$ cat config.mk
export PLATFORM = sky130hd
export DESIGN_NAME = array_mul_top
export DESIGN_NICKNAME = d
export VERILOG_FILES = /design/src/mul_types_pkg.sv /design/src/mul_stage_pkg.sv /design/src/array_mul_top.sv /design/src/final_cpa_stage.sv /design/src/cs_row_stage.sv /design/src/pp_seed_stage.sv
export SDC_FILE = /design/constraint.sdc
export NUM_CORES = 1
export LEC_CHECK = 0
export BUFFER_PORTS_ARGS = -buffer_cell sky130_fd_sc_hd__buf_4
export CAP_MARGIN = 20
export CORE_MARGIN = 2
export CORE_UTILIZATION = 55
export DETAILED_ROUTE_END_ITERATION = 10
export MAX_ROUTING_LAYER = met4
export PLACE_DENSITY = 0.72
export SLEW_MARGIN = 40
export SYNTH_ARGS = -nofsm -noshare
export SYNTH_HDL_FRONTEND = slang
export SYNTH_HIERARCHICAL = 1
export SYNTH_SLANG_ARGS = --single-unit
export TNS_END_PERCENT = 10
$ cat constraint.sdc
create_clock -name clk -period 4.98 [get_ports clk]
set_input_delay 0.249 -clock clk [delete_from_list [all_inputs] [get_ports clk]]
set_output_delay 0.249 -clock clk [all_outputs]
set_load 0.005 [all_outputs]
$ cat src/mul_types_pkg.sv
package mul_types_pkg;

   // operand width; the array, the records and the latency all scale from it
   localparam int op_width = 9;

   // full product width
   localparam int prod_width = 2 * op_width;

   // seed rank, one rank per carry-save row, then the product rank
   localparam int pipe_latency = op_width + 1;

   // unsigned multiplicand and multiplier
   typedef logic [op_width-1:0] operand_t;

   // unsigned product, never wider than both operands together
   typedef logic [prod_width-1:0] product_t;

endpackage
$ cat src/mul_stage_pkg.sv
package mul_stage_pkg;

   import mul_types_pkg::*;

   // one bit per array column
   typedef logic [op_width-1:0] row_vec_t;

   // record handed from one pipeline rank to the next
   typedef struct packed {
      // operands ride along so every row sees its own pair
      operand_t a;
      operand_t b;
      // bit 0 sits on the column that is already settled in low_bits
      row_vec_t sum;
      // carry bit j weighs the same as sum bit j+1
      row_vec_t carry;
      // settled product bits, valid up to the producing row
      row_vec_t low_bits;
   } cs_stage_t;

endpackage

$ cat src/array_mul_top.sv
`timescale 1ns/1ns

module array_mul_top (
   input  logic                    clk,
   input  logic                    rst_n,
   input  mul_types_pkg::operand_t a,
   input  mul_types_pkg::operand_t b,
   output mul_types_pkg::product_t product
);

   import mul_types_pkg::*;
   import mul_stage_pkg::*;

   cs_stage_t seed_stage;
   // entry k is the record leaving row k, entry 0 the seed
   cs_stage_t row_stage [0:op_width-1];

   pp_seed_stage pp_seed_stage_i (
      .clk       (clk),
      .rst_n     (rst_n),
      .a         (a),
      .b         (b),
      .stage_out (seed_stage)
   );

   assign row_stage[0] = seed_stage;

   // one carry-save row per multiplier bit above bit 0
   for (genvar k = 1; k < op_width; k++) begin : g_row
      cs_row_stage #(
         .row_index (k)
      ) cs_row_stage_i (
         .clk       (clk),
         .rst_n     (rst_n),
         .stage_in  (row_stage[k-1]),
         .stage_out (row_stage[k])
      );
   end

   final_cpa_stage final_cpa_stage_i (
      .clk      (clk),
      .rst_n    (rst_n),
      .stage_in (row_stage[op_width-1]),
      .product  (product)
   );

   // end to end, any reset in between drops the attempt
   a_pipe_latency: assert property (
      @(posedge clk) disable iff (!rst_n)
      1'b1 |-> ##pipe_latency
         (product == product_t'($past(a, pipe_latency)) * product_t'($past(b, pipe_latency)))
   ) else $error("product does not match operands taken %0d cycles earlier", pipe_latency);

endmodule

$ cat src/final_cpa_stage.sv
`timescale 1ns/1ns

module final_cpa_stage (
   input  logic                     clk,
   input  logic                     rst_n,
   input  mul_stage_pkg::cs_stage_t stage_in,
   output mul_types_pkg::product_t  product
);

   import mul_types_pkg::*;
   import mul_stage_pkg::*;

   // sums lined up with the carries
   row_vec_t          sum_aligned;
   row_vec_t          upper_bits;
   logic [op_width:0] ripple_c;
   product_t          product_next;

   // sum bit 0 already lives in low_bits
   assign sum_aligned = {1'b0, stage_in.sum[op_width-1:1]};

   // plain ripple chain, lsb first
   always_comb begin
      ripple_c[0] = 1'b0;
      for (int j = 0; j < op_width; j++) begin
         upper_bits[j] = sum_aligned[j] ^ stage_in.carry[j] ^ ripple_c[j];
         ripple_c[j+1] = (sum_aligned[j] & stage_in.carry[j])
                       | (ripple_c[j] & (sum_aligned[j] ^ stage_in.carry[j]));
      end
   end

   // lower half was settled row by row on the way down
   assign product_next = {upper_bits, stage_in.low_bits};

   always_ff @(posedge clk or negedge rst_n) begin
      if (!rst_n) begin
         product <= '0;
      end else begin
         product <= product_next;
      end
   end

   // the whole array must leave nothing beyond the top product bit
   a_no_overflow: assert property (
      @(posedge clk) disable iff (!rst_n)
      ripple_c[op_width] == 1'b0
   ) else $error("final adder carried out past bit %0d", prod_width - 1);

endmodule

$ cat src/cs_row_stage.sv
`timescale 1ns/1ns

module cs_row_stage #(
   parameter int row_index = 1
) (
   input  logic                     clk,
   input  logic                     rst_n,
   input  mul_stage_pkg::cs_stage_t stage_in,
   output mul_stage_pkg::cs_stage_t stage_out
);

   import mul_types_pkg::*;
   import mul_stage_pkg::*;

   // partial product of this row
   row_vec_t  pp_row;
   // incoming sums moved onto this row's columns
   row_vec_t  sum_above;
   row_vec_t  row_sum;
   row_vec_t  row_carry;
   cs_stage_t stage_next;

   // row 0 belongs to the seed stage, and the top bit has no row after it
   initial begin
      assert (row_index >= 1 && row_index < op_width)
         else $fatal(1, "row_index %0d outside 1..%0d", row_index, op_width - 1);
   end

   assign pp_row = stage_in.a & {op_width{stage_in.b[row_index]}};

   // top column has nothing above it
   assign sum_above = {1'b0, stage_in.sum[op_width-1:1]};

   // one full adder per column
   assign row_sum = pp_row ^ sum_above ^ stage_in.carry;
   assign row_carry = (pp_row & sum_above)
                    | (stage_in.carry & (pp_row ^ sum_above));

   always_comb begin
      stage_next = stage_in;
      stage_next.sum = row_sum;
      stage_next.carry = row_carry;
      // column 0 of this row is the next settled product bit
      stage_next.low_bits[row_index] = row_sum[0];
   end

   always_ff @(posedge clk or negedge rst_n) begin
      if (!rst_n) begin
         stage_out <= '0;
      end else begin
         stage_out <= stage_next;
      end
   end

   // operands must stay paired with their partial sums along the whole chain
   a_operands_follow: assert property (
      @(posedge clk) disable iff (!rst_n)
      $past(rst_n) |->
         (stage_out.a == $past(stage_in.a) && stage_out.b == $past(stage_in.b))
   ) else $error("row %0d operands changed between ranks", row_index);

   // bits settled by earlier rows are never touched again
   a_low_bits_kept: assert property (
      @(posedge clk) disable iff (!rst_n)
      $past(rst_n) |->
         (stage_out.low_bits[row_index-1:0] == $past(stage_in.low_bits[row_index-1:0]))
   ) else $error("row %0d disturbed settled low product bits", row_index);

endmodule

$ cat src/pp_seed_stage.sv
`timescale 1ns/1ns

module pp_seed_stage (
   input  logic                     clk,
   input  logic                     rst_n,
   input  mul_types_pkg::operand_t  a,
   input  mul_types_pkg::operand_t  b,
   output mul_stage_pkg::cs_stage_t stage_out
);

   import mul_types_pkg::*;
   import mul_stage_pkg::*;

   row_vec_t  pp_row;
   cs_stage_t stage_next;

   // row 0 of the array, a gated by b[0]
   assign pp_row = a & {op_width{b[0]}};

   always_comb begin
      stage_next = '0;
      stage_next.a = a;
      stage_next.b = b;
      // product bit 0 is final straight away
      stage_next.low_bits[0] = pp_row[0];
      // higher bits wait for row 1
      stage_next.sum = {pp_row[op_width-1:1], 1'b0};
      // nothing has been added yet, so no carries
      stage_next.carry = '0;
   end

   always_ff @(posedge clk or negedge rst_n) begin
      if (!rst_n) begin
         stage_out <= '0;
      end else begin
         stage_out <= stage_next;
      end
   end

endmodule

==> impl_metrics.csv, run 1 <==
group,metric,value,unit
drt,drtAntennaViolNets,0,
worst_setup_path,worst_setup_path_end_kind,"register",
sta,maxSlewViolCount,0,
global_routing,antenna_found_initial,0,
global_routing,grt_max_degree,119,
sta,hold_violations,0,
worst_setup_path,crit_arrival,3.82,ns
die,dieArea,0.0210,sq mm
drt,viasPerCell,4.14,
die,die_h,145,microns
cells_and_area,syn_to_final_growth,15.9,%
global_routing,grtUsageMet2,0.240,
cells_and_area,layout_commonest_cell,"dfrtp_1",
sta,grt_setup_unrepaired,"no",
worst_hold_path,hp-class,"in2async",
power_and_ir_drop,leakage,6.68,nW
cells_and_area,seq_area,0.00788,sq mm
cells_and_area,insertedDiodeCount,0,
drt,first_pass_iters,4,
global_routing,track_usage,0.134,
clocking,cts-root-buf,"clkbuf_16",
global_routing,grt_most_used_layer,"met2",
sta,fin_crit,3.34,ns
sta,fin_worst_skew,0.0113,ns
sta,clock.fmax,299,MHz
worst_setup_path,cp_max_fo,1,
cells_and_area,layout_common_cells,"dfrtp_1, inv_1, fa_1",
clocking,insertion_delay,0.54,ns
run,cap_violations,0,
sta,tightest_slew,0.650,ns
cells_and_area,final_util,0.650,
cells_and_area,layout-drive-gt1-share,0.111,
global_routing,gr-total-overflow,0,
worst_setup_path,crit_required,5.46,ns
clocking,htree_levels,1,
die,initial_utilization,0.561,
sta,finalSetupViolations,0,
run_status,status,"finished, final reports clean",
global_routing,grt_pass1_wl,22.6,mm
placement,routabilityCongestion,0.740,
drt,drc,0,
cells_and_area,nNetsFinal,944,
die,die_w,145,microns
synthesis,ys_warn_count,6,
sta,fin_crit_sh,0.671,
drt,drt_iter0_markers,216,
global_routing,use_met1,0.149,
synthesis,syn_avg_cell_area,14.4,sq um
power_and_ir_drop,p_total,6.29,mW
sta,fin_tns_setup,0,ns
cells_and_area,multi_input_area,0.00194,sq mm
clocking,path_clk_slew,0.06,ns
clocking,cts-buffers-inserted,31,
clocking,cts.sinks,315,
die,core-area,0.0195,sq mm
global_routing,grt_pass1_vias,5169,
placement,dp_hpwl,7.68,mm
synthesis,synthCells,760,
die,pin_count,38,
power_and_ir_drop,p_per_area,496,mW/mm^2
clocking,cts_tree,"done",
placement,portBuffers,37,
worst_setup_path,start_kind,"register",
power_and_ir_drop,ir_drop,0.000286,V
cells_and_area,fill_cells,1410,
drt,vias,4683,
sta,slew_headroom,0.567,
die,rows,51,
clocking,post_cts_buffers,0,
clocking,cts.path.max_buffers,3,
global_routing,use_met3,0.0299,
drt,wl,12.3,mm
worst_setup_path,path_class,"reg2reg",
drt,wire_per_inst,10.9,microns
synthesis,syn-cell-area,0.0109,sq mm
flip-flops by register name (all words and copies together) (netlist names):
register,flops
g_row.cs_row_stage_i/stage_out,271
pp_seed_stage_i/stage_out,26
final_cpa_stage_i/product,18
cell type report:
cell class	count	share of cell area
inverter	265	0.0784
multi-input combinational	171	0.153
sequential	315	0.621
clock inverter	9	0.00612
clock buffer	45	0.0708
tap	265	0.0261
timing repair buffer	60	0.0440
where the power goes:
group,leakage [nW],internal (mW),switching [mW],total (mW)
clock network,0.487,1.29,0.876,2.17
logic,2.39,0.376,0.498,0.875
registers,3.81,3.10,0.156,3.25
worst max-delay path: stages, from the launching register on:
cell and delay (ns):
dfrtp_1 0.36, ha_1 0.18, inv_1 0.06, fa_1 0.16, inv_1 0.05, fa_1 0.38, fa_1 0.41, fa_1 0.40
fa_1 0.39, fa_1 0.37, inv_1 0.07, fa_1 0.40, inv_1 0.06
routing by layer:
layer  vias up  part of all wire
li1       2197                 -
met1      2380              0.36
met2        77              0.56
met3        29             0.047
met4         0             0.027
met5         -                 0
path summary, 6_finish.rpt:
path	from	end	slack, ns	depth (start not counted)
min in group clk	g_row[3].cs_row_stage_i/stage_out[33]	g_row[4].cs_row_stage_i/stage_out[33]	0.34	0
min reg2reg	g_row[3].cs_row_stage_i/stage_out[33]	g_row[4].cs_row_stage_i/stage_out[33]	0.34	0
min	rst_n	final_cpa_stage_i/product[17]	0.15	2
max reg2reg	g_row[8].cs_row_stage_i/stage_out[9]	final_cpa_stage_i/product[16]	1.64	12
max in group asynchronous	rst_n	pp_seed_stage_i/stage_out[44]	3.89	3
max	g_row[8].cs_row_stage_i/stage_out[9]	final_cpa_stage_i/product[16]	1.64	12
metrics by stage:
stage | area, sq um | hold WS [ns] | cells | worst slack, ns
floorplan | 11000 | -0.0466 | 768 | 1.78
global placement | 11500 | 0.332 | 1055 | 1.66
detailed placement | 11500 | 0.123 | 1057 | 1.63
CTS | 12700 | 0.142 | 1130 | 1.61
global route | 12700 | 0.153 | 1130 | 1.49
finish | 12700 | 0.147 | 1130 | 1.64
timing repair:
| action | 4_1_cts | 5_1_grt |
|---|---|---|
| gates resized for setup | 0 | 0 |
| hold buffers | 19 | 0 |
| hold endpoints to repair | 114 | 0 |
Power figures use the tool's default switching activity.
==> inputs of run 2 (changes only) <==
==> constraint.sdc (replaced) <==
create_clock -name clk -period 3.4 [get_ports clk]
set_input_delay 0.17 -clock clk [delete_from_list [all_inputs] [get_ports clk]]
set_output_delay 0.17 -clock clk [all_outputs]
set_load 0.005 [all_outputs]
==> run 2 against run 1 <==
Net effect:
- combinational power increased by 49%
- routed wire length down 2.4%
- core utilization rose by 0.13 points
- design area increased by 0.20%
- hold slack improved by 0.10 ns
- global-route usage fell by 0.17 points
- sequential cell count did not move
- setup slack got worse by 1.5 ns
- first-iteration DRC count down 58%
==> impl_metrics.csv, run 2 (same netlist as run 1, synthesis figures left out) <==
group,metric,value,unit
run_status,status,"finished, final reports clean",
cells_and_area,fill_cells,1403,
clocking,cts.sinks,315,
cells_and_area,reg_top3,"g_row.cs_row_stage_i/stage_out x271, pp_seed_stage_i/stage_out x26, final_cpa_stage_i/product x18",
sta,maxSlewViolCount,0,
worst_setup_path,regToRegSetupSlack,0.16,ns
drt,drtAntennaViolNets,0,
power_and_ir_drop,pwr-share-seq,0.509,
clocking,cts.path.max_buffers,3,
power_and_ir_drop,p_per_area,735,mW/mm^2
cells_and_area,layout-drive-gt1-share,0.116,
die,pin_count,38,
worst_setup_path,crit_required,3.86,ns
sta,grt_setup_unrepaired,"no",
placement,place_ws,-0.0105,ns
clocking,cts_tree,"done",
cells_and_area,syn_to_final_growth,16.1,%
global_routing,grt_pass1_vias,5174,
clocking,path_clk_slew,0.06,ns
worst_hold_path,hp-class,"in2async",
sta,tightest_slew,0.728,ns
worst_setup_path,crit_path_start,"g_row[8].cs_row_stage_i/stage_out[9]",
worst_setup_path,start_kind,"register",
power_and_ir_drop,ir_drop,0.000492,V
die,initial_utilization,0.561,
die,dieArea,0.0210,sq mm
sta,finalSetupViolations,0,
worst_setup_path,reg2reg_depth,12,
placement,routabilityCongestion,0.758,
global_routing,track_usage,0.133,
cells_and_area,final_util,0.651,
drt,wire_per_inst,10.6,microns
placement,portBuffers,37,
cells_and_area,largest_register,"g_row.cs_row_stage_i/stage_out",
cells_and_area,nNetsFinal,942,
global_routing,gr-total-overflow,0,
drt,drc,0,
die,die_w,145,microns
drt,highest_layer,"met4",
global_routing,grt_pass1_wl,22.5,mm
cells_and_area,largest_register_ffs,271,
clocking,htree_levels,1,
die,core-area,0.0195,sq mm
die,die_h,145,microns
worst_setup_path,crit_arrival,3.70,ns
power_and_ir_drop,swShare,0.237,
power_and_ir_drop,switchingPower,2.21,mW
sta,fin_tns_setup,0,ns
sta,layout_setup_ws,0.161,ns
sta,fin_crit_sh,0.953,
power_and_ir_drop,combPwrFrac,0.139,
drt,drt_iter0_markers,90,
sta,slew_headroom,0.515,
worst_setup_path,worst_setup_path_end_kind,"register",
worst_setup_path,rr_endpoint,"final_cpa_stage_i/product[16]",
cells_and_area,layout_common_cells,"dfrtp_1, inv_1, fa_1",
drt,wl_met2,6.76,mm
power_and_ir_drop,clock_power_share,0.352,
global_routing,grt_max_degree,100,
drt,vias,4614,
power_and_ir_drop,leakage,6.68,nW
die,rows,51,
clocking,cts-buffers-inserted,30,
clocking,post_cts_buffers,0,
drt,first_pass_iters,4,
clocking,insertion_delay,0.52,ns
cells_and_area,layout_commonest_cell,"dfrtp_1",
worst_setup_path,path_class,"reg2reg",
placement,dp_hpwl,7.43,mm
global_routing,antenna_found_initial,0,
worst_setup_path,cp_max_fo,1,
worst_setup_path,endpoint,"final_cpa_stage_i/product[16]",
sta,clock.fmax,309,MHz
drt,wl,12.0,mm
drt,wl_met1,4.50,mm
sta,fin_worst_skew,0.00485,ns
power_and_ir_drop,p_int,7.14,mW
worst_setup_path,r2r-start,"g_row[8].cs_row_stage_i/stage_out[9]",
clocking,cts-root-buf,"clkbuf_16",
cells_and_area,insertedDiodeCount,0,
sta,fin_crit,3.24,ns
sta,hold_violations,0,
run,cap_violations,0,
drt,route.met3.wl,484,microns
drt,viasPerCell,4.09,
## run 2: timing repair
action                     CTS  global route
hold endpoints to repair   122             0
setup endpoints to repair    1             1
gates cloned                 0             0
gates resized for setup      1             3
hold buffers                19             0
## run 2: cell type report
type                    count  area [sq um]  share of cell area
flip-flops and latches    315          7880               0.620
multi-input cells         171          1950               0.153
inverters                 265           995              0.0783
clock buffers              47           946              0.0744
repair buffers             59           523              0.0411
well taps                 265           332              0.0261
clock inverters             6          82.6             0.00650
## run 2: worst max-delay path, stage by stage (launching register included)
cell	delay, ns
dfrtp_1	0.37
ha_1	0.19
inv_1	0.06
fa_1	0.15
inv_1	0.05
fa_1	0.38
fa_2	0.35
fa_2	0.35
fa_1	0.38
fa_2	0.35
inv_2	0.07
fa_1	0.41
inv_1	0.06
## run 2: metal layers
| metal | track usage | vias up |
|---|---|---|
| met5 | - | - |
| met4 | 0.0377 | 0 |
| met3 | 0.0245 | 23 |
| met2 | 0.248 | 66 |
| met1 | 0.145 | 2336 |
| li1 | - | 2189 |
## run 2: through the flow
step | instance area [sq um] | hold slack (ns) | std cells | total power [mW]
6_report | 12700 | 0.250 | 1128 | 9.35
5_1_grt | 12700 | 0.277 | 1128 | 10.0
4_1_cts | 12700 | 0.267 | 1128 | 9.51
3_5_place_dp | 11500 | 0.251 | 1056 | 6.13
3_3_place_gp | 11500 | 0.252 | 1056 | 6.01
2_1_floorplan | 11000 | -0.126 | 768 | 5.62
## run 2: worst min-delay path by stage
stage / cells past startpoint / endpoint / slack [ns]
3_5_place_dp: 1 / g_row[8].cs_row_stage_i/stage_out[17] / 0.25
2_1_floorplan: 0 / final_cpa_stage_i/product[0] / -0.13
5_1_grt: 2 / pp_seed_stage_i/stage_out[29] / 0.28
4_1_cts: 2 / pp_seed_stage_i/stage_out[33] / 0.27
3_3_place_gp: 1 / final_cpa_stage_i/product[16] / 0.25
6_report: 2 / g_row[8].cs_row_stage_i/stage_out[17] / 0.25
## run 2: power by group through the flow
| stage | combinational [mW] | clock, mW | sequential (mW) |
|---|---|---|---|
| after detailed placement | 1.30 | 0 | 4.83 |
| final | 1.30 | 3.29 | 4.76 |
| after floorplan | 0.841 | 0 | 4.78 |
| after global placement | 1.20 | 0 | 4.81 |
| after CTS | 1.35 | 3.39 | 4.77 |
| after global routing | 1.59 | 3.58 | 4.84 |
==> inputs of run 3 (changes only) <==
--- a/config.mk
+++ b/config.mk
@@ -7,6 +7,7 @@
 export LEC_CHECK = 0
 export BUFFER_PORTS_ARGS = -buffer_cell sky130_fd_sc_hd__buf_4
 export CAP_MARGIN = 20
+export CORE_ASPECT_RATIO = 0.5
 export CORE_MARGIN = 2
 export CORE_UTILIZATION = 55
 export DETAILED_ROUTE_END_ITERATION = 10
==> run 3 against run 2 <==
Net effect:
- via count rose by 0.61%
- non-clock buffer count up 3
- routed wire length rose by 10%
- hold slack worse by 0.096 ns
- setup slack worse by 0.010 ns
- fmax shrank 0.32%
- power is 3.6% lower
- sequential share of layout area rose by 0.73 points
- clock power is 12% lower
- core utilization shrank 0.68 points
- combinational power about the same
==> impl_metrics.csv, run 3 (same netlist as run 1, synthesis figures left out) <==
group,metric,value,unit
run_status,status,"finished, final reports clean",
sta,fin_crit,3.25,ns
global_routing,grt_pass1_wl,24.2,mm
die,pin_count,38,
worst_setup_path,cp_num_buf_inv,4,
worst_setup_path,crit_required,3.86,ns
run,cap_violations,0,
sta,fin_tns_setup,0,ns
global_routing,track_usage,0.147,
power_and_ir_drop,leakage,6.61,nW
worst_setup_path,worst-path-stages,12,
power_and_ir_drop,p_per_area,718,mW/mm^2
clocking,cts_tree,"done",
clocking,cts-root-buf,"clkbuf_16",
sta,fin_worst_skew,0.00714,ns
sta,hold_violations,0,
cells_and_area,largest_register,"g_row.cs_row_stage_i/stage_out",
die,dieArea,0.0211,sq mm
cells_and_area,layout-drive-gt1-share,0.107,
global_routing,grt_max_degree,76,
worst_setup_path,crit_arrival,3.70,ns
global_routing,gr-total-overflow,0,
worst_setup_path,path_delay_family,"adder cells",
clocking,cts.path.max_buffers,3,
global_routing,use_met1,0.183,
drt,wl,13.2,mm
die,die_w,204,microns
global_routing,grtUsageMet2,0.245,
cells_and_area,syn_to_final_growth,14.8,%
worst_hold_path,hp-class,"in2async",
sta,maxSlewViolCount,0,
worst_setup_path,reg2reg_depth,12,
worst_setup_path,worst_setup_path_end_kind,"register",
die,rows,36,
clocking,htree_levels,1,
die,die_h,104,microns
drt,drtAntennaViolNets,0,
worst_setup_path,crit_chain,"ha_1 -> inv_1 -> fa_1 -> inv_1 -> fa_1 -> fa_2 -> fa_2 -> fa_2 -> fa_1 -> inv_1 -> fa_1 -> inv_1",
placement,portBuffers,37,
global_routing,use_met3,0.0277,
global_routing,grt_most_used_layer,"met2",
worst_setup_path,cpMaxStageDelayCell,"fa_1",
worst_setup_path,path_class,"reg2reg",
clocking,insertion_delay,0.52,ns
placement,dp_cells,1060,
sta,clock.fmax,308,MHz
worst_setup_path,start_kind,"register",
cells_and_area,layout_commonest_cell,"dfrtp_1",
worst_setup_path,cp_max_fo,1,
clocking,path_clk_slew,0.06,ns
clocking,cts-buffers-inserted,26,
drt,drt_iter0_markers,256,
sta,grt_setup_unrepaired,"no",
cells_and_area,layout_common_cells,"dfrtp_1, inv_1, fa_1",
cells_and_area,final_cells,1124,
clocking,post_cts_buffers,0,
cells_and_area,reg_top3,"g_row.cs_row_stage_i/stage_out x271, pp_seed_stage_i/stage_out x26, final_cpa_stage_i/product x18",
worst_setup_path,cpPeakStageDelay,0.40,ns
drt,drc,0,
die,initial_utilization,0.561,
drt,first_pass_iters,4,
cells_and_area,largest_register_ffs,271,
cells_and_area,multi_input_area,0.00195,sq mm
drt,wire_per_inst,11.8,microns
sta,hold_slack,0.154,ns
drt,vias,4642,
power_and_ir_drop,ir_drop,0.000461,V
global_routing,antenna_found_initial,0,
cells_and_area,fin_area,0.0126,sq mm
cells_and_area,nNetsFinal,941,
clocking,cts.sinks,315,
placement,dp_hpwl,8.54,mm
placement,routabilityCongestion,0.735,
global_routing,grt_pass1_vias,5310,
cells_and_area,fill_cells,1372,
sta,finalSetupViolations,0,
die,core-area,0.0195,sq mm
sta,fin_crit_sh,0.956,
placement,post_dp_cell_area,0.0115,sq mm
cells_and_area,seq_area,0.00788,sq mm
drt,viasPerCell,4.13,
cells_and_area,insertedDiodeCount,0,
-- run 3: cell types whose count changed in the layout (fill, tap and decap cells not counted), sizes merged --
cell | previous run | this run
buf | 40 | 43
clkbuf | 47 | 37
clkinv | 3 | 6
clkinvlp | 1 | 0
-- run 3: layer usage --
metal / share of wire / wire length (microns) / vias to the layer above
met1: 0.42 / 5550 / 2365
li1: - / - / 2187
met2: 0.52 / 6880 / 58
met4: 0.026 / 342 / 0
met3: 0.034 / 453 / 32
met5: 0 / 0 / -
-- run 3: final cells by class --
type	count	share of cell area
Multi-Input combinational cell	171	0.155
Timing Repair Buffer	62	0.0450
Clock inverter	8	0.00747
Tap cell	266	0.0265
Sequential cell	315	0.627
Clock buffer	37	0.0592
Inverter	265	0.0792
-- run 3: stage by stage --
stage | util | power (mW) | setup slack [ns]
after floorplan | - | 5.62 | 0.196
after global placement | 0.590 | 6.03 | 0.0976
after detailed placement | 0.591 | 6.17 | 0.00762
after CTS | 0.644 | 9.17 | 0.0257
after global routing | 0.644 | 9.66 | 0.0292
final | 0.644 | 9.02 | 0.150
-- run 3: final timing paths --
| check | from | endpoint | slack, ns |
|---|---|---|---|
| worst max-delay path | g_row[8].cs_row_stage_i/stage_out[9] | final_cpa_stage_i/product[16] | 0.15 |
| worst min-delay path | rst_n | g_row[7].cs_row_stage_i/stage_out[1] | 0.15 |
| worst max register to register | g_row[8].cs_row_stage_i/stage_out[9] | final_cpa_stage_i/product[16] | 0.15 |
| worst min register to register | g_row[6].cs_row_stage_i/stage_out[1] | g_row[7].cs_row_stage_i/stage_out[1] | 0.34 |
| max in group asynchronous | rst_n | g_row[8].cs_row_stage_i/stage_out[20] | 2.20 |
| min in group clk | b[5] | pp_seed_stage_i/stage_out[32] | 0.29 |
-- run 3: worst register-to-register path, delay by kind of cell (launching register included) --
kind | cells | cell delay (ns)
buffers and inverters | 4 | 0.26
DFF | 1 | 0.36
adders and majority gates | 8 | 2.58
-- run 3: power by group --
part	total [mW]	internal, mW	switching (mW)	leakage (nW)
Sequential	4.79	4.53	0.256	3.81
Clock	2.90	1.67	1.23	0.414
Combinational	1.32	0.567	0.758	2.39
Total	9.02	6.77	2.25	6.61
-- run 3: repair_timing --
| action | 4_1_cts | 5_1_grt |
|---|---|---|
| endpoints found under the hold margin | 219 | 0 |
| pin swaps | 0 | 0 |
| hold buffers | 19 | 0 |
| resized for setup | 1 | 2 |
| setup endpoints to repair | 1 | 1 |
